**src/rv_pkg.sv**
```systemverilog
package rv_pkg;

    localparam int XLEN       = 32;
    localparam int REG_ADDR_W = 5;

    typedef logic [XLEN-1:0]       word_t;
    typedef logic [REG_ADDR_W-1:0] reg_addr_t;

    // Major opcodes of the supported subset
    typedef enum logic [6:0] {
        OP_LOAD    = 7'b0000011,
        OP_STORE   = 7'b0100011,
        OP_BRANCH  = 7'b1100011,
        OP_JAL     = 7'b1101111,
        OP_ALU_IMM = 7'b0010011,
        OP_ALU_REG = 7'b0110011
    } opcode_e;

    typedef enum logic [2:0] {
        ALU_ADD = 3'b000,
        ALU_SUB = 3'b001,
        ALU_AND = 3'b010,
        ALU_OR  = 3'b011,
        ALU_SLT = 3'b101
    } alu_op_e;

    typedef enum logic [1:0] {
        IMM_I = 2'b00,
        IMM_S = 2'b01,
        IMM_B = 2'b10,
        IMM_J = 2'b11
    } imm_sel_e;

    // Zero encodes ALU so a cleared pipeline register is harmless
    typedef enum logic [1:0] {
        RES_ALU = 2'b00,
        RES_MEM = 2'b01,
        RES_PC4 = 2'b10
    } result_sel_e;

    localparam word_t NOP_INSTR = 32'h0000_0013; // addi x0, x0, 0

endpackage

```
**src/rv_fetch.sv**
```systemverilog
module rv_fetch (
    input  logic          clk,
    input  logic          rst,
    input  logic          redirect,
    input  rv_pkg::word_t redirect_pc,
    output rv_pkg::word_t imem_addr,
    input  rv_pkg::word_t imem_data,
    output rv_pkg::word_t if_instr,
    output rv_pkg::word_t if_pc,
    output rv_pkg::word_t if_pc4
);

    rv_pkg::word_t pc;
    rv_pkg::word_t pc4;

    assign pc4       = pc + 32'd4;
    assign imem_addr = pc;

    always_ff @(posedge clk or posedge rst) begin
        if (rst) begin
            pc       <= '0;
            if_instr <= '0;
            if_pc    <= '0;
            if_pc4   <= '0;
        end else begin
            pc       <= redirect ? redirect_pc : pc4; // Taken branch or JAL from execute
            if_instr <= imem_data;
            if_pc    <= pc;
            if_pc4   <= pc4;
        end
    end

endmodule

```
**config.mk**
```make
export PLATFORM = sky130hd
export DESIGN_NAME = rv_fetch
export DESIGN_NICKNAME = d
export VERILOG_FILES = /design/src/rv_pkg.sv /design/src/rv_fetch.sv
export SDC_FILE = /design/constraint.sdc
export NUM_CORES = 1
export LEC_CHECK = 0
export BUFFER_PORTS_ARGS = -buffer_cell sky130_fd_sc_hd__buf_2
export CAP_MARGIN = 20
export CORE_MARGIN = 4
export CORE_UTILIZATION = 50
export CTS_CLUSTER_SIZE = 25
export DETAILED_ROUTE_END_ITERATION = 8
export PLACE_DENSITY_LB_ADDON = 0.25
export SYNTH_ARGS = -nofsm -noshare
export SYNTH_HDL_FRONTEND = slang
export SYNTH_SLANG_ARGS = --single-unit
```
**constraint.sdc**
```tcl
create_clock -name clk -period 8.7 [get_ports clk]
set_input_delay 1.74 -clock clk [delete_from_list [all_inputs] [get_ports clk]]
set_output_delay 1.74 -clock clk [all_outputs]
set_load 0.02 [all_outputs]
```
==> impl_metrics.prom <==
# TYPE chip_impl_metric gauge
chip_impl_metric{name="port_buffers",unit=""} 194
chip_impl_info{name="cp_top_family",value="flip-flops"} 1
chip_impl_metric{name="first_global_vias",unit=""} 3278
chip_impl_metric{name="worstSkewPairLatency",unit="ns"} 0.50
chip_impl_info{name="crit-reg2reg-launch",value="imem_addr[2]"} 1
chip_impl_metric{name="slew_headroom",unit="%"} 43.4
chip_impl_metric{name="fin_crit_sh",unit="%"} 34.4
chip_impl_metric{name="drt_iter0_markers",unit=""} 79
chip_impl_metric{name="critical_path_required",unit="ns"} 6.96
chip_impl_info{name="cts_tree",value="built"} 1
chip_impl_metric{name="netlist_instances",unit=""} 306
chip_impl_info{name="outcome",value="finished, final reports clean"} 1
chip_impl_metric{name="drt_first_pass_iters",unit=""} 4
chip_impl_metric{name="finClkSkew",unit="ns"} 0.00695
chip_impl_metric{name="synth-async-reset-ratio",unit="%"} 100
chip_impl_metric{name="min_path_cells",unit=""} 0
chip_impl_info{name="hold_end",value="if_pc4[1]"} 1
chip_impl_metric{name="totalWireLength",unit="microns"} 10500
chip_impl_metric{name="clk_pin_slew",unit="ns"} 0.06
chip_impl_metric{name="cts_buffer_depth",unit=""} 2
chip_impl_metric{name="max-vdd-ir-drop",unit="mV"} 0.158
chip_impl_info{name="worst_reg2reg_path_endpoint",value="imem_addr[22]"} 1
chip_impl_metric{name="worst-path-buf-inv",unit=""} 1
chip_impl_info{name="worstHoldPathType",value="reg2reg"} 1
chip_impl_metric{name="route.antenna.remaining_nets",unit=""} 0
chip_impl_metric{name="sinks_on_the_clock_net",unit=""} 126
chip_impl_metric{name="ys_seq_area_share",unit="%"} 72.1
chip_impl_metric{name="cellLeakagePower",unit="nW"} 2.88
chip_impl_metric{name="drcViolationCount",unit=""} 0
chip_impl_metric{name="die_area",unit="sq mm"} 0.0103
chip_impl_metric{name="proportion_of_layout_cells_with_a_drive_suffix_above_1",unit="%"} 48.5
chip_impl_metric{name="std_cell_rows",unit=""} 33
chip_impl_metric{name="avgSynthCellArea",unit="sq um"} 14.3
chip_impl_info{name="worstPathCellList",value="buf_2"} 1
chip_impl_metric{name="syn_nets",unit=""} 374
chip_impl_info{name="critPathLaunchType",value="register"} 1
chip_impl_metric{name="area_growth",unit="%"} 36.6
chip_impl_metric{name="ys.warnings.count",unit=""} 0
chip_impl_metric{name="critPathMaxFanout",unit=""} 10
chip_impl_metric{name="groute.usage.overall",unit="%"} 21.0
chip_impl_metric{name="pwr-share-clk",unit="%"} 41.9
chip_impl_info{name="timing.critical_path.to_type",value="output pin"} 1
chip_impl_metric{name="number_of_flops_mapped_to_enable_cells_by_yosys",unit=""} 0
chip_impl_metric{name="seqCellArea",unit="sq mm"} 0.00315
chip_impl_metric{name="min_period",unit="ns"} 2.99
chip_impl_info{name="top_area_cells_in_the_synthesized_netlist",value="sky130_fd_sc_hd__dfrtp_1, sky130_fd_sc_hd__mux2_2, sky130_fd_sc_hd__xnor2_1"} 1
chip_impl_metric{name="switching_share",unit="%"} 28.0
chip_impl_metric{name="postSynthRegisterBits",unit=""} 126
chip_impl_info{name="cts_root_buffer",value="sky130_fd_sc_hd__clkbuf_8"} 1
chip_impl_metric{name="routed_wire_length_per_instance",unit="microns"} 16.9
chip_impl_metric{name="antenna_found_initial",unit=""} 0
chip_impl_metric{name="netlist-cell-type-count",unit=""} 37
chip_impl_metric{name="slowest_delay",unit="ns"} 0.52
chip_impl_metric{name="placed_cells",unit=""} 592
chip_impl_info{name="largest_area_contributor_in_the_netlist",value="sky130_fd_sc_hd__dfrtp_1"} 1
chip_impl_metric{name="timing.hold.ws",unit="ns"} 0.402
chip_impl_metric{name="detailed_place_hpwl",unit="microns"} 7520
chip_impl_metric{name="placement.setup.worst_slack",unit="ns"} 5.40
chip_impl_metric{name="io_pins",unit=""} 195
chip_impl_metric{name="timing.critical_path.arrival",unit="ns"} 1.25
chip_impl_metric{name="worst-r2r-cell-count",unit=""} 5
chip_impl_metric{name="cell_internal_pwr",unit="mW"} 1.13
chip_impl_metric{name="final_design_area_no_fill",unit="sq mm"} 0.00597
chip_impl_metric{name="antenna-diode-count",unit=""} 0
chip_impl_metric{name="mappedNetlistArea",unit="sq mm"} 0.00437
chip_impl_metric{name="tightestPinTransition",unit="ns"} 0.850
chip_impl_metric{name="setup_total_negative_slack",unit="ns"} 0
chip_impl_info{name="critical-path-slowest-cell",value="sky130_fd_sc_hd__dfrtp_1"} 1
chip_impl_metric{name="power.density_cell_area",unit="mW/mm^2"} 263
chip_impl_metric{name="cts_max_level",unit=""} 4
chip_impl_metric{name="smallest_setup_slack_after_layout",unit="ns"} 5.71
chip_impl_metric{name="core",unit="sq mm"} 0.00834
chip_impl_metric{name="timing.final.setup_violations",unit=""} 0
chip_impl_metric{name="total_switching_power",unit="uW"} 440
chip_impl_info{name="grt_setup_unrepaired",value="false"} 1
chip_impl_info{name="synth_most_common_cell",value="sky130_fd_sc_hd__dfrtp_1"} 1
chip_impl_metric{name="post_cts.repair.setup_buffers",unit=""} 0
chip_impl_metric{name="postCtsResizedCells",unit=""} 0
chip_impl_metric{name="routed_via_density",unit=""} 5.10
chip_impl_info{name="hp-start",value="imem_addr[1]"} 1
chip_impl_metric{name="tritoncts.num_buffers",unit=""} 17
chip_impl_info{name="ys.flop_type",value="sky130_fd_sc_hd__dfrtp_1"} 1
chip_impl_info{name="ranking_of_synthesized_cells_by_instance_count",value="sky130_fd_sc_hd__dfrtp_1, sky130_fd_sc_hd__nand2_1, sky130_fd_sc_hd__mux2_2"} 1
chip_impl_metric{name="sequential_cell_fraction_of_total_power",unit="%"} 43.8
chip_impl_metric{name="wire_length_of_the_first_global_routing_pass",unit="microns"} 16400
chip_impl_info{name="critical_setup_path_kind",value="reg2out"} 1
chip_impl_metric{name="net_total_in_the_final_layout",unit=""} 574
chip_impl_metric{name="postPlaceCellArea",unit="sq mm"} 0.00541
chip_impl_metric{name="die_boundary_width",unit="microns"} 102
chip_impl_metric{name="timing.max_cap.violations",unit=""} 0
chip_impl_metric{name="maximum_clock_rate",unit="GHz"} 0.334
chip_impl_metric{name="grt_overflow",unit=""} 0
chip_impl_metric{name="cts_hold_buf",unit=""} 0
chip_impl_metric{name="fillers",unit=""} 618
chip_impl_metric{name="finalHoldViolations",unit=""} 0
chip_impl_metric{name="final_non_filler_cells",unit=""} 623
chip_impl_metric{name="p_comb_share",unit="%"} 14.3
chip_impl_metric{name="fp.dieH",unit="microns"} 102
chip_impl_metric{name="place_congestion",unit=""} 0.813
chip_impl_metric{name="post-synth-top-area-fraction",unit="%"} 72.1
chip_impl_metric{name="reg2reg_setup_slack",unit="ns"} 6.43
chip_impl_metric{name="final-max-slew-violation-count",unit=""} 0
chip_impl_metric{name="route.vias.total",unit=""} 3176
chip_impl_metric{name="floorplan.initialDensity",unit="%"} 52.4
chip_impl_metric{name="grt_max_degree",unit=""} 70
chip_impl_metric{name="multi_input_area",unit="sq mm"} 0.00112
-- worst max path at each step --
stage | startpoint | endpoint | slack, ns | cells after the start
2_1_floorplan | rst | if_instr[0] | 3.60 | 1
3_3_place_gp | rst | if_pc[8] | 5.46 | 3
3_5_place_dp | redirect | imem_addr[13] | 5.40 | 4
4_1_cts | imem_addr[21] | imem_addr[21] | 5.68 | 1
5_1_grt | imem_addr[20] | imem_addr[20] | 5.64 | 1
6_report | imem_addr[23] | imem_addr[23] | 5.71 | 1
-- power by group through the flow --
stage	Combinational (mW)	Sequential (mW)	Clock [mW]
global route	0.242	0.696	0.701
finish	0.224	0.688	0.658
detailed placement	0.228	0.697	0
floorplan	0.0628	0.766	0
CTS	0.229	0.689	0.672
global placement	0.224	0.696	0
-- cell usage in the layout, fill, tap and decap left out, types with 3 or more instances in the layout --
| master | instances |
|---|---|
| sky130_fd_sc_hd__clkinv_4 | 4 |
| sky130_fd_sc_hd__nand2_1 | 26 |
| sky130_fd_sc_hd__or4_1 | 5 |
| sky130_fd_sc_hd__nand3_1 | 14 |
| sky130_fd_sc_hd__nand4_1 | 7 |
| sky130_fd_sc_hd__xnor2_1 | 15 |
| sky130_fd_sc_hd__clkbuf_16 | 16 |
| sky130_fd_sc_hd__a31oi_1 | 6 |
| sky130_fd_sc_hd__dfrtp_1 | 126 |
| sky130_fd_sc_hd__clkinv_2 | 5 |
| sky130_fd_sc_hd__o21ai_0 | 5 |
| sky130_fd_sc_hd__xor2_1 | 6 |
| sky130_fd_sc_hd__nor4_1 | 9 |
| sky130_fd_sc_hd__or4_4 | 3 |
| sky130_fd_sc_hd__nor2b_1 | 4 |
| sky130_fd_sc_hd__nor2_1 | 10 |
| sky130_fd_sc_hd__inv_1 | 3 |
| sky130_fd_sc_hd__buf_2 | 194 |
| sky130_fd_sc_hd__and4_1 | 4 |
| sky130_fd_sc_hd__a221o_1 | 5 |
| sky130_fd_sc_hd__mux2_2 | 16 |
-- state kept, by name, summed over array words and instances, names as in the netlist --
register / cells
if_pc: 30
if_pc4: 32
imem_addr: 32
if_instr: 32
-- through the flow --
stage,power [mW],utilization (%)
after global placement,0.920,64.9
final,1.57,71.6
after global routing,1.64,71.6
after CTS,1.59,71.6
after floorplan,0.829,-
after detailed placement,0.925,64.9
-- worst reg2reg max path: cells and delay by family (launching register included) --
kind            cells  cell delay [ns]
simple gates        3             1.30
flops               1             0.47
compound gates      1             0.17
fa+ha+maj           1             0.25
-- logic make-up (layout without fill, tap and decap cells) --
group,Yosys count,after routing,share of synthesized area (%)
buffers and inverters,19,231,2.15
and+or+nand+nor,99,99,13.2
AOI/OAI and AO/OA,24,24,3.89
xor gates and xnor gates,21,21,4.21
adders and majority gates,1,1,0.286
muxes,16,16,4.12
DFF,126,126,72.1
-- final cells by class --
type	count	share of cell area (%)
Sequential cell	126	52.8
Inverter	4	0.293
Timing Repair Buffer	196	16.5
Clock buffer	17	6.93
Multi-Input combinational cell	161	18.8
Clock inverter	14	2.43
Tap cell	105	2.20
-- per-layer routing --
layer  wire (microns)  vias up  global-route usage [%]  share of wire (%)
met2             5450      141                    35.9                 52
met1             3960     1550                    24.6                 38
met4              102        0                    6.85               0.97
met5                0        -                       0                  0
met3             1020       10                    7.85                9.7
li1                 -     1475                       -                  -
(Power assumes the default switching activity.)
