--- src/rv_pkg.sv ---
package rv_pkg;

    localparam int XLEN       = 32;
    localparam int REG_ADDR_W = 5;

    typedef logic [XLEN-1:0]       word_t;
    typedef logic [REG_ADDR_W-1:0] reg_addr_t;

    // Major opcodes of the supported subset
    typedef enum logic [6:0] {
        OP_LOAD    = 7'b0000011,
        OP_STORE   = 7'b0100011,
        OP_BRANCH  = 7'b1100011,
        OP_JAL     = 7'b1101111,
        OP_ALU_IMM = 7'b0010011,
        OP_ALU_REG = 7'b0110011
    } opcode_e;

    typedef enum logic [2:0] {
        ALU_ADD = 3'b000,
        ALU_SUB = 3'b001,
        ALU_AND = 3'b010,
        ALU_OR  = 3'b011,
        ALU_SLT = 3'b101
    } alu_op_e;

    typedef enum logic [1:0] {
        IMM_I = 2'b00,
        IMM_S = 2'b01,
        IMM_B = 2'b10,
        IMM_J = 2'b11
    } imm_sel_e;

    // Zero encodes ALU so a cleared pipeline register is harmless
    typedef enum logic [1:0] {
        RES_ALU = 2'b00,
        RES_MEM = 2'b01,
        RES_PC4 = 2'b10
    } result_sel_e;

    localparam word_t NOP_INSTR = 32'h0000_0013; // addi x0, x0, 0

endpackage

--- src/rv_control.sv ---
module rv_control (
    input  rv_pkg::word_t       instr,
    output logic                reg_write,
    output logic                mem_write,
    output logic                branch,
    output logic                jump,
    output logic                alu_src,
    output rv_pkg::result_sel_e result_sel,
    output rv_pkg::imm_sel_e    imm_sel,
    output rv_pkg::alu_op_e     alu_op
);

    logic [1:0] alu_class; // 00 add, 01 sub, 10 by funct3
    logic [1:0] sub_bits;

    always_comb begin
        reg_write  = 1'b0;
        mem_write  = 1'b0;
        branch     = 1'b0;
        jump       = 1'b0;
        alu_src    = 1'b0;
        result_sel = rv_pkg::RES_ALU;
        imm_sel    = rv_pkg::IMM_I;
        alu_class  = 2'b00;
        case (instr[6:0])
            rv_pkg::OP_LOAD: begin
                reg_write  = 1'b1;
                alu_src    = 1'b1;
                result_sel = rv_pkg::RES_MEM;
            end
            rv_pkg::OP_STORE: begin
                mem_write = 1'b1;
                alu_src   = 1'b1;
                imm_sel   = rv_pkg::IMM_S;
            end
            rv_pkg::OP_BRANCH: begin
                branch    = 1'b1;
                imm_sel   = rv_pkg::IMM_B;
                alu_class = 2'b01; // Compare by subtraction
            end
            rv_pkg::OP_JAL: begin
                reg_write  = 1'b1;
                jump       = 1'b1;
                imm_sel    = rv_pkg::IMM_J;
                result_sel = rv_pkg::RES_PC4;
            end
            rv_pkg::OP_ALU_IMM: begin
                reg_write = 1'b1;
                alu_src   = 1'b1;
                alu_class = 2'b10;
            end
            rv_pkg::OP_ALU_REG: begin
                reg_write = 1'b1;
                alu_class = 2'b10;
            end
            default: ; // Unknown opcode, no side effects
        endcase
    end

    // SUB needs both an R-type opcode and funct7 bit 5
    assign sub_bits = {instr[5], instr[30]};

    always_comb begin
        alu_op = rv_pkg::ALU_ADD;
        if (alu_class == 2'b01) begin
            alu_op = rv_pkg::ALU_SUB;
        end else if (alu_class == 2'b10) begin
            case (instr[14:12])
                3'b000:  alu_op = (sub_bits == 2'b11) ? rv_pkg::ALU_SUB : rv_pkg::ALU_ADD;
                3'b010:  alu_op = rv_pkg::ALU_SLT;
                3'b110:  alu_op = rv_pkg::ALU_OR;
                3'b111:  alu_op = rv_pkg::ALU_AND;
                default: alu_op = rv_pkg::ALU_ADD;
            endcase
        end
    end

endmodule

--- src/rv_decode.sv ---
module rv_decode (
    input  logic                clk,
    input  logic                rst,
    input  rv_pkg::word_t       if_instr,
    input  rv_pkg::word_t       if_pc,
    input  rv_pkg::word_t       if_pc4,
    input  logic                wb_en,
    input  rv_pkg::reg_addr_t   wb_addr,
    input  rv_pkg::word_t       wb_data,
    output logic                id_reg_write,
    output logic                id_mem_write,
    output logic                id_branch,
    output logic                id_jump,
    output logic                id_alu_src,
    output rv_pkg::result_sel_e id_result_sel,
    output rv_pkg::alu_op_e     id_alu_op,
    output rv_pkg::word_t       id_rd1,
    output rv_pkg::word_t       id_rd2,
    output rv_pkg::word_t       id_imm,
    output rv_pkg::word_t       id_pc,
    output rv_pkg::word_t       id_pc4,
    output rv_pkg::reg_addr_t   id_rd
);

    logic                reg_write;
    logic                mem_write;
    logic                branch;
    logic                jump;
    logic                alu_src;
    rv_pkg::result_sel_e result_sel;
    rv_pkg::imm_sel_e    imm_sel;
    rv_pkg::alu_op_e     alu_op;
    rv_pkg::word_t       rd1;
    rv_pkg::word_t       rd2;
    rv_pkg::word_t       imm;

    rv_control u_control (
        .instr      (if_instr),
        .reg_write  (reg_write),
        .mem_write  (mem_write),
        .branch     (branch),
        .jump       (jump),
        .alu_src    (alu_src),
        .result_sel (result_sel),
        .imm_sel    (imm_sel),
        .alu_op     (alu_op)
    );

    rv_regfile u_regfile (
        .clk   (clk),
        .rs1   (if_instr[19:15]),
        .rs2   (if_instr[24:20]),
        .rd1   (rd1),
        .rd2   (rd2),
        .we    (wb_en),
        .waddr (wb_addr),
        .wdata (wb_data)
    );

    always_comb begin
        case (imm_sel)
            rv_pkg::IMM_S: imm = {{20{if_instr[31]}}, if_instr[31:25], if_instr[11:7]};
            rv_pkg::IMM_B: imm = {{20{if_instr[31]}}, if_instr[7], if_instr[30:25],
                                  if_instr[11:8], 1'b0};
            rv_pkg::IMM_J: imm = {{12{if_instr[31]}}, if_instr[19:12], if_instr[20],
                                  if_instr[30:21], 1'b0};
            default:       imm = {{20{if_instr[31]}}, if_instr[31:20]};
        endcase
    end

    always_ff @(posedge clk or posedge rst) begin
        if (rst) begin
            id_reg_write  <= 1'b0;
            id_mem_write  <= 1'b0;
            id_branch     <= 1'b0;
            id_jump       <= 1'b0;
            id_alu_src    <= 1'b0;
            id_result_sel <= rv_pkg::RES_ALU;
            id_alu_op     <= rv_pkg::ALU_ADD;
            id_rd1        <= '0;
            id_rd2        <= '0;
            id_imm        <= '0;
            id_pc         <= '0;
            id_pc4        <= '0;
            id_rd         <= '0;
        end else begin
            id_reg_write  <= reg_write;
            id_mem_write  <= mem_write;
            id_branch     <= branch;
            id_jump       <= jump;
            id_alu_src    <= alu_src;
            id_result_sel <= result_sel;
            id_alu_op     <= alu_op;
            id_rd1        <= rd1;
            id_rd2        <= rd2;
            id_imm        <= imm;
            id_pc         <= if_pc;
            id_pc4        <= if_pc4;
            id_rd         <= if_instr[11:7];
        end
    end

endmodule

--- src/rv_regfile.sv ---
module rv_regfile (
    input  logic              clk,
    input  rv_pkg::reg_addr_t rs1,
    input  rv_pkg::reg_addr_t rs2,
    output rv_pkg::word_t     rd1,
    output rv_pkg::word_t     rd2,
    input  logic              we,
    input  rv_pkg::reg_addr_t waddr,
    input  rv_pkg::word_t     wdata
);

    rv_pkg::word_t regs [32];

    // x0 is never stored, reads are forced to zero
    assign rd1 = (rs1 == '0) ? '0 : regs[rs1];
    assign rd2 = (rs2 == '0) ? '0 : regs[rs2];

    // Falling edge so decode sees the value in the same cycle
    always_ff @(negedge clk) begin
        if (we && waddr != '0) begin
            regs[waddr] <= wdata;
        end
    end

endmodule

--- config.mk ---
export PLATFORM = sky130hd
export DESIGN_NAME = rv_decode
export DESIGN_NICKNAME = d
export VERILOG_FILES = /design/src/rv_pkg.sv /design/src/rv_control.sv /design/src/rv_decode.sv /design/src/rv_regfile.sv
export SDC_FILE = /design/constraint.sdc
export NUM_CORES = 2
export LEC_CHECK = 0
export ABC_AREA = 0
export BUFFER_PORTS_ARGS = -buffer_cell sky130_fd_sc_hd__buf_2
export CAP_MARGIN = 0
export CORE_MARGIN = 8
export CORE_UTILIZATION = 29
export DETAILED_ROUTE_END_ITERATION = 10
export PLACE_DENSITY = 0.5
export SETUP_SLACK_MARGIN = 0.15
export SYNTH_ARGS = -nofsm -noshare
export SYNTH_HDL_FRONTEND = slang
export SYNTH_SLANG_ARGS = --single-unit
--- constraint.sdc ---
create_clock -name clk -period 11.54 [get_ports clk]
set_input_delay 1.154 -clock clk [delete_from_list [all_inputs] [get_ports clk]]
set_output_delay 1.154 -clock clk [all_outputs]
set_load 0.005 [all_outputs]
==> results.md <==
* Synth Area in Simple Gates at 1.60%
* RSZ-0062 raised after global routing: no
* Root Buffer: clkbuf_16
* Number of synthesized flops with an enable pin at 1024
* Worst hold path cell count at 1
* CP max FO at 18
* Clock Skew at 0.0454 ns
* Levels on crit path at 4
* Power, Total at 11.6 mW
* DRC Markers at 0
* Post-CTS Setup Bufs at 0
* Die Ht at approximately 440 um
* CP required at 6.19 ns
* TritonCTS Buffers at 136
* Post-synth ARST share at 13.7%
* Area share of the largest cell type after synthesis at between 50% and 60%
* Vias in the first global route at roughly 36000
* Die area at about 190000 sq um
* Final Instance Area at about 65000 sq um
* Top cells by area, synth: edfxtp_1 (60%), mux4_2 (18%), dfrtp_1 (7.9%), mux2i_1 (4.2%), a22o_1 (1.2%)
* R2r worst-path depth at 4
* Yosys warns at 0
* Skew-Pair Late Insertion Delay at slightly below 0.8 ns
* CTS tree: yes
* Htree depth at 4
* Multiplexer share of the synthesized area at a little under a quarter
* Vias per Instance at 5.19
* DRT Pass-1 Iters at 5
* Clock buffer depth at 3
* Initial Util at a little under 30%
* Status: completed
* Post-synthesis compound-gate area fraction at 5.01%
* Core area at ~180000 sq um
* Via count at 33279
* Mean Syn Cell Area at 19.9 sq um
* Reg clk slew, reported paths at 0.06 ns
* # Max-Cap Violations at 0
* DP Area at ~56000 sq um
* Aggregate global-route resource usage at a little under a fifth
* VDD IR max at 0.127 mV
* Actual slew at the worst max-slew pin at roughly 1.1 ns
* Startpoint Class: primary input
* Fin nets at around 4000
* Arr. time, crit path at 3.29 ns
* Delay of the slowest cell on the worst path at roughly 1 ns
* Crit Path Class: in2reg
* Antenna-violating nets left at 0
* Post-CTS resize count at 0
* Final WL at ~190000 um
* Crit-path slowest cell: nor2_4
* Largest family of logic cells by synthesized area: multiplexers
* Critical-path cell list: buf_2 -> nand2b_1 -> nor2_4 -> buf_4
* Main synth FF type: edfxtp_1
* Synth Area in Adders at 0%
* Fin cells at between 6000 and 7000
* CTS sink count at ~1200
* First-pass GRT wire length at 259000 um
* Pin count of the biggest net entering global routing at a little over 100
* Post-DP HPWL at between 100000 and 150000 um
* P_leak at 26.1 nW
* # IOs at a little over 300
* Die X at roughly 440 um
* Post-Synth XOR/XNOR Area at 0%
* Yosys top cell by area: edfxtp_1
* Power Dens Cells at ~180 nW/um^2
* Dpl cells at ~5100
* GPL Wtd Cong at 0.820
* Final Util at roughly 37%
* DP Worst Slack at ~2.1 ns
* Sequential fraction of the synthesis area at 67.6%
* DRT iter0 DRCs at ~3200
* Area Growth Syn to Fin at 25.2%
* Hold crit path type: in2reg
* Setup Total Neg Slack at 0 ns
* Final setup viols at 0
* Antenna violations before repair at 26
* Cell area after synthesis at slightly above 50000 sq um
* Buffers and inverters on the worst path at 2
* Hold buffers post-CTS at 0
* Final Hold Fails at 0
* Synth cell types at 50
* Port-buffer cells at 310
* Wire per inst at about 29 um
* Worst setup margin at approximately 2.9 ns
* Post-synthesis instance total at 2590
* Flops & latches, synth at about 1200
* Crit path max-delay family: simple AND/OR/NAND/NOR gates
* Count of pins over their slew limit at 0
* GRT Residual Overflow at 0
* Nature of the critical path endpoint: flop
* Row count at about 150
* Share of post-route cells with drive strength above 1 at between 20% and 30%
* Slew HR at between 20 and 25%
* Min Hold Slack at about 0.48 ns
## Yosys cell counts (all sizes together), types with 25 or more instances
cell / count
inv: 29
o221ai: 31
a211oi: 45
edfxtp: 1024
nor2: 64
o22ai: 58
clkbuf: 76
dfrtp: 163
buf: 136
nor3: 36
mux2: 29
a22o: 70
mux4: 424
a211o: 26
a21oi: 25
mux2i: 215
a2111oi: 31
## registers in the layout, summed over array words and instances (netlist names), 3 cells and up
register,flops
id_rd,5
id_rd2,32
id_rd1,32
id_alu_op,3
id_pc,32
u_regfile.regs,1024
id_imm,21
id_pc4,32
## placed cells by master (no fill, tap or decap), drive strengths merged, types with 32 or more instances in the layout
cell type,count
a211oi,45
a22o,70
buf,385
clkbuf,148
conb,32
dfrtp,163
edfxtp,1024
inv,1092
mux2i,215
mux4,424
nor2,64
nor3,36
o22ai,58
## power by group
part           switching, mW  leakage, nW  internal (mW)
combinational          0.532         7.11          0.304
clock                   2.80         7.78           3.16
sequential            0.0424         11.2           4.80
## cell type report
type	instances	area, sq um
inverter	28	113
fill	16784	112000
sequential	1187	34800
tap	2340	2930
clock buffer	148	3550
multi-input combinational	1193	15900
antenna	15	37.5
clock inverter	1121	4980
timing repair buffer	385	2220
## metal layers
| layer | vias to the layer above | GRT usage (%) | wire length, um |
|---|---|---|---|
| met5 | - | 0 | 127 |
| met4 | 18 | 9.43 | 7380 |
| met3 | 322 | 5.60 | 14400 |
| met2 | 1572 | 31.3 | 92200 |
| met1 | 17600 | 22.3 | 72300 |
| li1 | 13767 | - | - |
## cell families (layout without fill, tap and decap cells)
logic type | count (synthesis) | count (layout)
AO/OA/AOI/OAI | 327 | 327
AND/OR/NAND/NOR | 166 | 166
flip-flops | 1187 | 1187
multiplexers | 668 | 668
buffers and inverters | 241 | 1682
other | 1 | 47
## path summary, 6_finish.rpt
| path | startpoint | slack, ns | endpoint |
|---|---|---|---|
| max in group asynchronous | rst | 9.51 | id_rd1[31] |
| worst max-delay path | wb_addr[0] | 2.90 | u_regfile.regs[10][12] |
| worst max register to register | u_regfile.regs[15][7] | 3.40 | id_rd1[7] |
| min in group asynchronous | rst | 0.52 | id_pc4[15] |
| worst min-delay path | if_pc4[21] | 0.48 | id_pc4[21] |
| worst min register to register | u_regfile.regs[2][30] | 6.51 | id_rd2[30] |
(Power assumes the default switching activity.)
