File: config.mk
export PLATFORM = sky130hd
export DESIGN_NAME = rv_execute
export DESIGN_NICKNAME = d
export VERILOG_FILES = /design/src/rv_pkg.sv /design/src/rv_alu.sv /design/src/rv_execute.sv
export SDC_FILE = /design/constraint.sdc
export NUM_CORES = 1
export LEC_CHECK = 0
export BUFFER_PORTS_ARGS = -buffer_cell sky130_fd_sc_hd__buf_2
export CAP_MARGIN = 10
export CORE_AREA = 2 2 121 123
export DETAILED_ROUTE_END_ITERATION = 10
export DIE_AREA = 0 0 123 125
export PLACE_DENSITY = 0.89
export SLEW_MARGIN = 20
export SYNTH_ARGS = -nofsm -noshare
export SYNTH_HDL_FRONTEND = slang
export SYNTH_SLANG_ARGS = --single-unit
File: constraint.sdc
create_clock -name clk -period 10.2 [get_ports clk]
set_input_delay 0 -clock clk [delete_from_list [all_inputs] [get_ports clk]]
set_output_delay 0 -clock clk [all_outputs]
set_load 0.01 [all_outputs]
File: src/rv_pkg.sv
package rv_pkg;

    localparam int XLEN       = 32;
    localparam int REG_ADDR_W = 5;

    typedef logic [XLEN-1:0]       word_t;
    typedef logic [REG_ADDR_W-1:0] reg_addr_t;

    // Major opcodes of the supported subset
    typedef enum logic [6:0] {
        OP_LOAD    = 7'b0000011,
        OP_STORE   = 7'b0100011,
        OP_BRANCH  = 7'b1100011,
        OP_JAL     = 7'b1101111,
        OP_ALU_IMM = 7'b0010011,
        OP_ALU_REG = 7'b0110011
    } opcode_e;

    typedef enum logic [2:0] {
        ALU_ADD = 3'b000,
        ALU_SUB = 3'b001,
        ALU_AND = 3'b010,
        ALU_OR  = 3'b011,
        ALU_SLT = 3'b101
    } alu_op_e;

    typedef enum logic [1:0] {
        IMM_I = 2'b00,
        IMM_S = 2'b01,
        IMM_B = 2'b10,
        IMM_J = 2'b11
    } imm_sel_e;

    // Zero encodes ALU so a cleared pipeline register is harmless
    typedef enum logic [1:0] {
        RES_ALU = 2'b00,
        RES_MEM = 2'b01,
        RES_PC4 = 2'b10
    } result_sel_e;

    localparam word_t NOP_INSTR = 32'h0000_0013; // addi x0, x0, 0

endpackage

File: src/rv_alu.sv
module rv_alu (
    input  rv_pkg::word_t   a,
    input  rv_pkg::word_t   b,
    input  rv_pkg::alu_op_e op,
    output rv_pkg::word_t   result,
    output logic            zero
);

    logic          sub;
    logic          overflow;
    logic          slt;
    rv_pkg::word_t b_eff;
    rv_pkg::word_t sum;

    // SLT reuses the subtract path
    assign sub   = (op == rv_pkg::ALU_SUB) || (op == rv_pkg::ALU_SLT);
    assign b_eff = sub ? ~b : b;
    assign sum   = a + b_eff + rv_pkg::word_t'(sub);

    assign overflow = (a[31] ~^ b_eff[31]) & (a[31] ^ sum[31]);
    assign slt      = sum[31] ^ overflow; // Signed less-than

    always_comb begin
        case (op)
            rv_pkg::ALU_AND: result = a & b;
            rv_pkg::ALU_OR:  result = a | b;
            rv_pkg::ALU_SLT: result = {31'd0, slt};
            default:         result = sum;
        endcase
    end

    assign zero = (result == '0);

endmodule

File: src/rv_execute.sv
module rv_execute (
    input  logic                clk,
    input  logic                rst,
    input  logic                id_reg_write,
    input  logic                id_mem_write,
    input  logic                id_branch,
    input  logic                id_jump,
    input  logic                id_alu_src,
    input  rv_pkg::result_sel_e id_result_sel,
    input  rv_pkg::alu_op_e     id_alu_op,
    input  rv_pkg::word_t       id_rd1,
    input  rv_pkg::word_t       id_rd2,
    input  rv_pkg::word_t       id_imm,
    input  rv_pkg::word_t       id_pc,
    input  rv_pkg::word_t       id_pc4,
    input  rv_pkg::reg_addr_t   id_rd,
    output logic                redirect,
    output rv_pkg::word_t       redirect_pc,
    output logic                ex_reg_write,
    output logic                ex_mem_write,
    output rv_pkg::result_sel_e ex_result_sel,
    output rv_pkg::word_t       ex_alu_result,
    output rv_pkg::word_t       ex_store_data,
    output rv_pkg::word_t       ex_pc4,
    output rv_pkg::reg_addr_t   ex_rd
);

    rv_pkg::word_t alu_b;
    rv_pkg::word_t alu_result;
    logic          alu_zero;

    assign alu_b = id_alu_src ? id_imm : id_rd2;

    rv_alu u_alu (
        .a      (id_rd1),
        .b      (alu_b),
        .op     (id_alu_op),
        .result (alu_result),
        .zero   (alu_zero)
    );

    // No flush, the two younger instructions keep going
    assign redirect    = id_jump | (id_branch & alu_zero);
    assign redirect_pc = id_pc + id_imm;

    always_ff @(posedge clk or posedge rst) begin
        if (rst) begin
            ex_reg_write  <= 1'b0;
            ex_mem_write  <= 1'b0;
            ex_result_sel <= rv_pkg::RES_ALU;
            ex_alu_result <= '0;
            ex_store_data <= '0;
            ex_pc4        <= '0;
            ex_rd         <= '0;
        end else begin
            ex_reg_write  <= id_reg_write;
            ex_mem_write  <= id_mem_write;
            ex_result_sel <= id_result_sel;
            ex_alu_result <= alu_result;
            ex_store_data <= id_rd2;
            ex_pc4        <= id_pc4;
            ex_rd         <= id_rd;
        end
    end

endmodule

==> flow_summary_export.csv, run 1 <==
group,metric,value,unit
outcome,status,"finished, final reports clean",
worst_setup_path,path_delay_family,"simple AND/OR/NAND/NOR gates",
sta,whs,0.0399,ns
worst_setup_path,crit_path_start_kind,"input pin",
grt,grt_max_degree,57,
die,ios,315,
clock_network,cts_hold_buf,75,
logic_synthesis,synth_edf_count,0,
clock_network,root_buffer,"clkbuf_16",
final_layout,final_nets,1434,
pwr,p_sw_share,37.2,%
worst_setup_path,end_kind,"output port",
sta,relSlewSlack,29.9,%
clock_network,cts_resized,0,
logic_synthesis,yosysUniqueCellTypes,64,
pwr,combPwrFrac,43.5,%
final_layout,fin_area,0.0101,mm2
sta,fmax,142,MHz
logic_synthesis,synth_cells,815,
die,dieArea,0.0154,mm2
worst_setup_path,cp_num_buf_inv,3,
run,drv_cap,0,
clock_network,cts-buffers-inserted,9,
logic_synthesis,ys_seq_area_share,35.7,%
pwr,powerDensity,142,mW/mm2
clock_network,clkSinkCount,105,
worst_setup_path,slowest_stage,"buf_2",
logic_synthesis,async_flop_share,100,%
routing,drc,0,
place,placed_cell_area,0.00910,mm2
routing,vias_per_cell,5.67,
grt,grt_use_total,30.9,%
routing,wirelength,24400,um
final_layout,area_growth,37.5,%
worst_setup_path,required,10.20,ns
logic_synthesis,synth_seq_cells,105,
routing,drt_iter0_drc,684,
logic_synthesis,synth_flop_cell,"dfrtp_1",
logic_synthesis,netlist_area,0.00737,mm2
die,dieWidth,123,um
worst_setup_path,crit_end,"redirect",
sta,worst_pin_slew,1.05,ns
pwr,p_clk_share,23.2,%
final_layout,final_layout_size_suffix_gt1_share,29.3,%
place,hpwlAfterDp,18300,um
logic_synthesis,syn-mean-instance-area,9.04,um2
grt,grt_overflow,0,
die,core,0.0142,mm2
logic_synthesis,ys.warnings.count,0,
place,globalplace.congestion,0.942,
pwr,seq_power_share,33.3,%
worst_setup_path,criticalPathCategory,"input pin to output port",
pwr,max-vdd-ir-drop,0.0843,mV
die,rows,44,
final_layout,utilization,71.3,%
worst_setup_path,cpPeakStageDelay,0.71,ns
routing,routedWlPerCell,17.7,um
die,die_h,125,um
clock_network,cts_buffer_depth,2,
sta,rsz0062_at_grt,"false",
sta,slew_violations,0,
routing,ant_nets,0,
die,initial_core_util,51.9,%
sta,final-setup-viol-count,0,
sta,period_needed,7.06,ns
clock_network,post_cts_buffers,0,
worst_setup_path,worstPathMaxFanout,56,
pwr,p_leak,4.94,nW
logic_synthesis,synth_nets,1057,
worst_setup_path,cp.arrival,7.06,ns
grt,grt_pass1_wl,37700,um
sta,finalHoldViolCount,0,
routing,vias,7828,
pwr,p_int,0.905,mW
clock_network,clkTransAtPathRegs,0.08,ns
sta,setup_tns,0,ns
place,io_buffers,314,
grt,first_global_vias,7561,
clock_network,htreeDepth,3,
min_path,hold_class,"input pin to register",
routing,dr.pass1.iters,6,
worst_setup_path,cp_num_cells,25,
grt,antenna_found_initial,1,
pwr,p_sw,0.536,mW
worst_setup_path,crit_start,"id_alu_op[0]",
sta,period_share,69.2,%
clock_network,cts_tree,"done",
[cell usage in the layout (no fill, tap or decap), types with 7 or more instances in the layout]
cell and n:
a211oi_1 8, a21boi_0 8, a21o_1 19, a21oi_1 78
a31oi_1 11, buf_2 314, clkbuf_16 9, dfrtp_1 105
dlygate4sd3_1 75, ha_1 62, inv_1 26, mux2i_1 31
nand2_1 49, nand3_1 15, nand4_1 9, nor2_1 98
nor2b_1 8, nor3_1 20, o21ai_0 43, o21bai_1 7
o22ai_1 18, o31ai_1 10, xnor2_1 63, xor2_1 15
[cells by family after synthesis]
logic type	share of synthesized area (%)
AO/OA/AOI/OAI	20.6
XOR/XNOR	9.27
buffers and inverters	3.02
adder cells (fa/ha/maj)	11.8
AND/OR/NAND/NOR	14.8
flip-flops	35.7
multiplexers	4.93
[through the flow]
step	std cells	total power, mW	setup WS [ns]
floorplan	815	0.868	4.12
global placement	1290	1.07	3.35
detailed placement	1290	1.08	3.22
CTS	1380	1.43	3.21
global route	1381	1.52	2.66
finish	1381	1.44	3.14
[how the worst min path moves through the flow]
stage / to / slack [ns] / from / cells past startpoint
finish: ex_alu_result[6]$_DFF_PP0_ / 0.04 / id_alu_op[2] / 2
global route: ex_alu_result[0]$_DFF_PP0_ / 0.05 / id_alu_op[1] / 3
CTS: ex_alu_result[6]$_DFF_PP0_ / 0.02 / id_alu_op[2] / 2
detailed placement: ex_pc4[15]$_DFF_PP0_ / 0.11 / id_pc4[15] / 1
global placement: ex_pc4[14]$_DFF_PP0_ / 0.11 / id_pc4[14] / 1
floorplan: ex_mem_write$_DFF_PP0_ / 0.03 / id_mem_write / 0
[cell type report]
type,instances,area (um2)
well taps,184,230
fillers,1041,4070
multi-input cells,654,4520
inverters,28,108
clock buffers,9,225
repair buffers,394,2360
flip-flops and latches,105,2630
clock inverters,6,53.8
diodes,1,2.50
[cell usage after synthesis, types with 3 or more instances]
cell type / n / area [um2]
a211oi_1: 8 / 60.1
a21boi_0: 8 / 60.1
a21o_1: 19 / 143
a21oi_1: 78 / 390
a221oi_1: 6 / 52.6
a22o_1: 3 / 26.3
a31oi_1: 11 / 68.8
and2_1: 5 / 31.3
buf_1: 7 / 26.3
buf_2: 4 / 20.0
clkbuf_1: 16 / 60.1
dfrtp_1: 105 / 2630
fa_1: 3 / 60.1
ha_1: 62 / 776
inv_1: 27 / 101
maj3_1: 3 / 30.0
mux2i_1: 31 / 310
nand2_1: 49 / 184
nand2b_1: 3 / 18.8
nand3_1: 15 / 75.1
nand4_1: 9 / 56.3
nor2_1: 98 / 368
nor2b_1: 9 / 56.3
nor3_1: 20 / 100
nor4_1: 4 / 25.0
o21a_1: 6 / 45.0
o21ai_0: 43 / 215
o21bai_1: 7 / 52.6
o22ai_1: 18 / 113
o31ai_1: 10 / 75.1
or2_2: 4 / 25.0
or3_1: 4 / 25.0
or4_1: 5 / 37.5
xnor2_1: 63 / 552
xor2_1: 15 / 131
[power groups by stage]
stage                     logic, mW  clock network [mW]  registers (mW)
after floorplan               0.353                   0           0.516
after global placement        0.580                   0           0.486
after detailed placement      0.590                   0           0.488
after CTS                     0.615               0.338           0.480
after global routing          0.681               0.355           0.484
final                         0.627               0.334           0.479
[state kept, by name (all words and copies together) (netlist names)]
register	cells
ex_alu_result	32
ex_pc4	32
ex_store_data	32
ex_rd	5
ex_result_sel	2
ex_mem_write	1
ex_reg_write	1
[per-layer routing]
| layer | share of wire, % | GRT usage [%] | wire length [um] | vias to the layer above |
|---|---|---|---|---|
| met1 | 40 | 39.8 | 9650 | 3601 |
| met3 | 9.1 | 5.25 | 2220 | 82 |
| met2 | 48 | 51.6 | 11700 | 445 |
| met5 | 0 | 0 | 0 | - |
| li1 | - | - | - | 3700 |
| met4 | 3.5 | 12.2 | 856 | 0 |
Power figures use the tool's default switching activity.
==> run 2, diff against run 1 <==
Settings changed: ABC_AREA set to 1, CORE_AREA 2 2 121 123 to not set, CORE_UTILIZATION set to 45, DIE_AREA 0 0 123 125 to not set, PLACE_DENSITY 0.89 to 0.8.
Clock period 10.2 ns to 5.9 ns, I/O delays scaled along.
==> run 2 against run 1 <==
Net effect:
- area after synthesis is 5.4% higher
- global-route usage is 0.59 points lower
- sequential power is 69% higher
- combinational power is 71% higher
- worst setup slack worse by 1.8 ns
- power is 73% higher
- critical endpoint unchanged
==> flow_summary_export.csv, run 2 <==
group,metric,value,unit
routing,ant_nets,0,
die,core,0.0167,mm2
sta,rsz0062_at_grt,"false",
die,initial_core_util,46.5,%
routing,met1Wirelength,11100,um
worst_setup_path,path_delay_family,"simple AND/OR/NAND/NOR gates",
routing,wirelength,27100,um
grt,first_global_vias,8617,
routing,highest_layer,"met4",
logic_synthesis,ys_seq_area_share,33.8,%
worst_setup_path,crit_start,"id_alu_op[0]",
logic_synthesis,synth_area_leaders,"dfrtp_1, nand2_1, ha_1",
logic_synthesis,yosysUniqueCellTypes,33,
logic_synthesis,yosysTopAreaCell,"dfrtp_1",
final_layout,antennaDiodeCount,0,
worst_setup_path,cpPeakStageDelay,0.51,ns
sta,worst_pin_slew,1.03,ns
logic_synthesis,synth_edf_count,0,
worst_setup_path,required,5.90,ns
grt,grt_overflow,0,
logic_synthesis,synthTopCellsByCount,"nand2_1, dfrtp_1, nor2_1, inv_1, nand3_1",
sta,relSlewSlack,31.5,%
grt,antenna_found_initial,0,
logic_synthesis,netlist_area,0.00776,mm2
routing,routed-wl-met3,2390,um
clock_network,cts-buffers-inserted,9,
die,dieArea,0.0178,mm2
sta,setup_tns,0,ns
logic_synthesis,ys.warnings.count,0,
clock_network,root_buffer,"clkbuf_16",
worst_setup_path,slowest_stage,"fa_1",
sta,slew_violations,0,
routing,vias,8856,
grt,grt_use_total,30.4,%
logic_synthesis,synth_flop_cell,"dfrtp_1",
sta,period_share,78.0,%
outcome,status,"finished, final reports clean",
worst_setup_path,criticalPathCategory,"input pin to output port",
logic_synthesis,synthMostInstantiatedCell,"nand2_1",
die,rows,47,
sta,period_needed,4.60,ns
clock_network,post_cts_buffers,0,
logic_synthesis,yosysTopAreaCellShare,33.8,%
routing,drt_iter0_drc,602,
sta,finalHoldViolCount,0,
final_layout,mostFrequentLayoutCells,"buf_2, nand2_1, dfrtp_1, nor2_1, inv_1",
routing,vias_per_cell,5.28,
die,die_h,133,um
routing,dr.pass1.iters,7,
die,ios,315,
final_layout,utilization,63.7,%
pwr,powerDensity,234,mW/mm2
place,hpwlAfterDp,21300,um
min_path,hold_class,"input pin to register",
routing,wl_met2,12800,um
logic_synthesis,synth_nets,1306,
grt,grt_max_degree,63,
min_path,hp-start,"id_rd1[5]",
clock_network,clkTransAtPathRegs,0.08,ns
clock_network,htreeDepth,3,
final_layout,final_common_cell,"buf_2",
final_layout,final_layout_size_suffix_gt1_share,23.7,%
die,dieWidth,133,um
run,drv_cap,0,
worst_setup_path,cp.arrival,4.60,ns
logic_synthesis,synth_cells,1064,
final_layout,final_nets,1695,
place,dp.cells,1584,
pwr,max-vdd-ir-drop,0.154,mV
place,io_buffers,314,
logic_synthesis,synth_seq_cells,105,
sta,fmax,217,MHz
clock_network,cts_tree,"done",
worst_setup_path,worstPathMaxFanout,21,
logic_synthesis,async_flop_share,100,%
final_layout,final_cells,1678,
logic_synthesis,syn-mean-instance-area,7.30,um2
worst_setup_path,cpMostUsedCell,"nor2_1",
final_layout,reg.largest.list,"ex_alu_result (32), ex_pc4 (32), ex_store_data (32)",
worst_setup_path,crit_path_start_kind,"input pin",
routing,routedWlPerCell,16.1,um
clock_network,clkSinkCount,105,
clock_network,cts_buffer_depth,2,
worst_setup_path,cp_num_buf_inv,5,
final_layout,area_growth,36.9,%
sta,whs,0.0187,ns
sta,final-setup-viol-count,0,
clock_network,cts_resized,0,
place,globalplace.congestion,1.03,
worst_setup_path,end_kind,"output port",
pwr,p_leak,5.69,nW
routing,drc,0,
grt,grt_pass1_wl,42500,um
## run 2: cell types whose count changed after synthesis, sizes merged, moves of 9 or more
cell | previous run | this run
nand2 | 49 | 286
inv | 27 | 103
nand3 | 15 | 82
xnor2 | 63 | 15
o21ai | 44 | 80
xor2 | 15 | 48
a21o | 20 | 2
o22ai | 18 | 0
mux2i | 31 | 16
nand3b | 2 | 14
clkbuf | 16 | 6
o31ai | 10 | 0
nor2b | 9 | 0
## run 2: kinds of logic after synthesis
logic type                 count (synthesis)  share of synthesized area, %
buffers and inverters                    120                          5.93
xor gates and xnor gates                  63                          7.11
AOI/OAI and AO/OA                        178                          12.1
DFF                                      105                          33.8
muxes                                     16                          2.06
and+or+nand+nor                          511                          27.4
adders and majority gates                 71                          11.5
## run 2: what timing repair did
action,4_1_cts,5_1_grt
hold buffers,78,0
setup endpoints to repair,0,0
hold endpoints to repair,120,0
## run 2: power breakdown
part / internal [mW] / switching (mW) / total, mW / leakage [nW]
Combinational: 0.409 / 0.663 / 1.07 / 4.31
Sequential: 0.794 / 0.0172 / 0.811 / 1.23
Clock: 0.296 / 0.312 / 0.607 / 0.140
Total: 1.50 / 0.992 / 2.49 / 5.69
## run 2: cell type report
type | instances | area [um2]
clock buffer | 9 | 225
clock inverter | 7 | 61.3
fill | 1531 | 6070
inverter | 103 | 389
multi-input combinational | 839 | 4680
sequential | 105 | 2630
tap | 220 | 275
timing repair buffer | 395 | 2370
## run 2: worst paths after layout
check	endpoint	slack, ns	cells after the start
setup / recovery	redirect	1.30	29
hold / removal	ex_alu_result[5]$_DFF_PP0_	0.02	5
max in group asynchronous	ex_mem_write$_DFF_PP0_	4.47	4
min in group asynchronous	ex_alu_result[31]$_DFF_PP0_	0.24	3
## run 2: metal layers
| layer | vias to the layer above | track usage [%] |
|---|---|---|
| met5 | - | 0 |
| met4 | 0 | 11.2 |
| met3 | 60 | 5.14 |
| met2 | 474 | 52.0 |
| met1 | 4037 | 38.3 |
| li1 | 4285 | - |
## run 2: per-stage QoR
stage / instance area [um2] / total power [mW] / setup WS (ns)
after floorplan: 7760 / 1.46 / 2.62
final: 10600 / 2.49 / 1.30
after detailed placement: 9560 / 1.84 / 1.38
after global routing: 10600 / 2.65 / 0.829
after CTS: 10600 / 2.49 / 1.37
after global placement: 9560 / 1.83 / 1.48
==> run 3, diff against run 2 <==
Clock period 5.9 ns to 4.1 ns, I/O delays scaled along.
==> run 3 against run 2 <==
Net effect:
- utilization up 2.6 points
- non-clock buffer count up 25
- hold slack better by 0.0068 ns
- critical path depth unchanged
- die area unchanged
- sequential power up 44%
- final area up 4.1%
- combinational power up 55%
- first-iteration DRC count up 5.6%
- clock-buffer cell count up 1
- largest power group unchanged
==> flow_summary_export.csv, run 3 (same netlist as run 2, synthesis figures left out) <==
group,metric,value,unit
clock_network,clkSinkCount,105,
routing,vias,8984,
final_layout,multi_input_area,0.00489,mm2
final_layout,final_layout_size_suffix_gt1_share,27.8,%
sta,period_needed,3.93,ns
pwr,power.total,3.69,mW
sta,slew_violations,0,
worst_setup_path,slowest_stage,"dlygate4sd3_1",
sta,relSlewSlack,42.6,%
clock_network,cts_tree,"done",
sta,period_share,95.8,%
die,core,0.0167,mm2
grt,first_global_vias,8435,
pwr,p_int,2.24,mW
final_layout,final_nets,1720,
worst_setup_path,end_kind,"output port",
worst_setup_path,crit_start,"id_rd2[18]",
worst_setup_path,cpPeakStageDelay,0.53,ns
die,dieArea,0.0178,mm2
routing,drt_iter0_drc,636,
die,dieWidth,133,um
place,globalplace.congestion,0.977,
grt,grt_use_total,30.8,%
routing,ant_nets,0,
die,die_h,133,um
run,drv_cap,0,
final_layout,reg.largest.list,"ex_alu_result (32), ex_pc4 (32), ex_store_data (32)",
grt,grt_pass1_wl,42600,um
min_path,hold_class,"input pin to register",
worst_setup_path,worstPathMaxFanout,3,
clock_network,cts_buffer_depth,2,
pwr,p_leak,5.81,nW
die,rows,47,
grt,antenna_found_initial,1,
routing,dr.pass1.iters,5,
die,ios,315,
sta,final-setup-viol-count,0,
pwr,p_sw_share,39.4,%
pwr,max-vdd-ir-drop,0.226,mV
clock_network,cts-buffers-inserted,9,
sta,worst_pin_slew,0.861,ns
grt,grt_max_degree,73,
routing,wirelength,28200,um
worst_setup_path,required,4.10,ns
routing,drc,0,
sta,fmax,254,MHz
sta,finalHoldViolCount,0,
place,hpwlAfterDp,21800,um
final_layout,nFillCells,1463,
pwr,seq_power_share,31.7,%
outcome,status,"finished, final reports clean",
die,initial_core_util,46.5,%
min_path,hp-start,"id_rd1[22]",
final_layout,area_growth,42.5,%
final_layout,antennaDiodeCount,0,
final_layout,utilization,66.3,%
pwr,p_sw,1.45,mW
routing,routedWlPerCell,16.6,um
pwr,combPwrFrac,44.9,%
worst_setup_path,crit_end,"redirect",
routing,vias_per_cell,5.28,
final_layout,mostFrequentLayoutCells,"buf_2, nand2_1, dfrtp_1, inv_1, nor2_1",
sta,whs,0.0255,ns
place,io_buffers,314,
clock_network,root_buffer,"clkbuf_16",
final_layout,final_common_cell,"buf_2",
worst_setup_path,cp.arrival,3.93,ns
pwr,powerDensity,333,mW/mm2
clock_network,clkTransAtPathRegs,0.07,ns
final_layout,seq_area,0.00263,mm2
worst_setup_path,crit_path_start_kind,"input pin",
worst_setup_path,criticalPathCategory,"input pin to output port",
sta,rsz0062_at_grt,"true",
pwr,p_clk_share,23.4,%
grt,grt_overflow,0,
clock_network,htreeDepth,3,
==> run 3: cell count changes in the layout (fill, tap and decap cells not counted), moves of 6 or more <==
cell,change
buf_4,+24
mux2i_4,+8
nand2_1,-10
o21ai_0,-6
mux2i_1,-13
nand2_2,+10
==> run 3: repair_timing <==
action | CTS | global route
resized for setup | 0 | 57
endpoints found under the hold margin | 147 | 0
hold buffers | 77 | 0
setup endpoints to repair | 0 | 1
setup buffers | 0 | 18
==> run 3: critical path: cells and delay by family <==
kind | cells | cell delay [ns]
buf+inv | 4 | 0.83
simple gates | 18 | 1.59
compound gates | 4 | 0.77
fa+ha+maj | 2 | 0.56
xor+xnor | 1 | 0.15
==> run 3: how the worst min path moves through the flow <==
stage	end	slack, ns	cells past startpoint
3_3_place_gp	ex_pc4[11]$_DFF_PP0_	0.11	1
5_1_grt	ex_alu_result[23]$_DFF_PP0_	0.04	3
2_1_floorplan	ex_mem_write$_DFF_PP0_	0.03	0
4_1_cts	ex_alu_result[23]$_DFF_PP0_	0.007	3
6_report	ex_alu_result[22]$_DFF_PP0_	0.03	3
3_5_place_dp	ex_pc4[7]$_DFF_PP0_	0.11	1
==> run 3: power groups by stage <==
stage / Combinational [mW] / Clock (mW) / Sequential, mW
floorplan: 0.852 / 0 / 1.25
global placement: 1.47 / 0 / 1.19
detailed placement: 1.46 / 0 / 1.19
CTS: 1.53 / 0.887 / 1.17
global route: 1.81 / 0.922 / 1.18
finish: 1.66 / 0.864 / 1.17
==> run 3: metrics by stage <==
step	cells	setup TNS, ns	instance area (um2)	worst slack, ns
after floorplan	1064	0	7760	0.820
after global placement	1591	0	9630	0.263
after detailed placement	1591	0	9630	0.118
after CTS	1684	0	10700	0.0199
after global routing	1703	-0.175	11100	-0.175
final	1703	0	11100	0.170
==> run 3: layout make-up <==
class                           count  share of cell area [%]
Clock buffer                       10                    2.16
Clock inverter                      6                   0.441
Inverter                          103                    3.52
Multi-Input combinational cell    839                    44.2
Sequential cell                   105                    23.7
Tap cell                          220                    2.49
Timing Repair Buffer              420                    23.4
==> run 3: metal layers <==
layer | GRT usage (%) | vias up | part of all wire (%)
li1 | - | 4335 | -
met1 | 39.9 | 4073 | 41
met2 | 51.8 | 511 | 48
met3 | 4.38 | 65 | 8.7
met4 | 12.3 | 0 | 3.0
met5 | 0 | - | 0
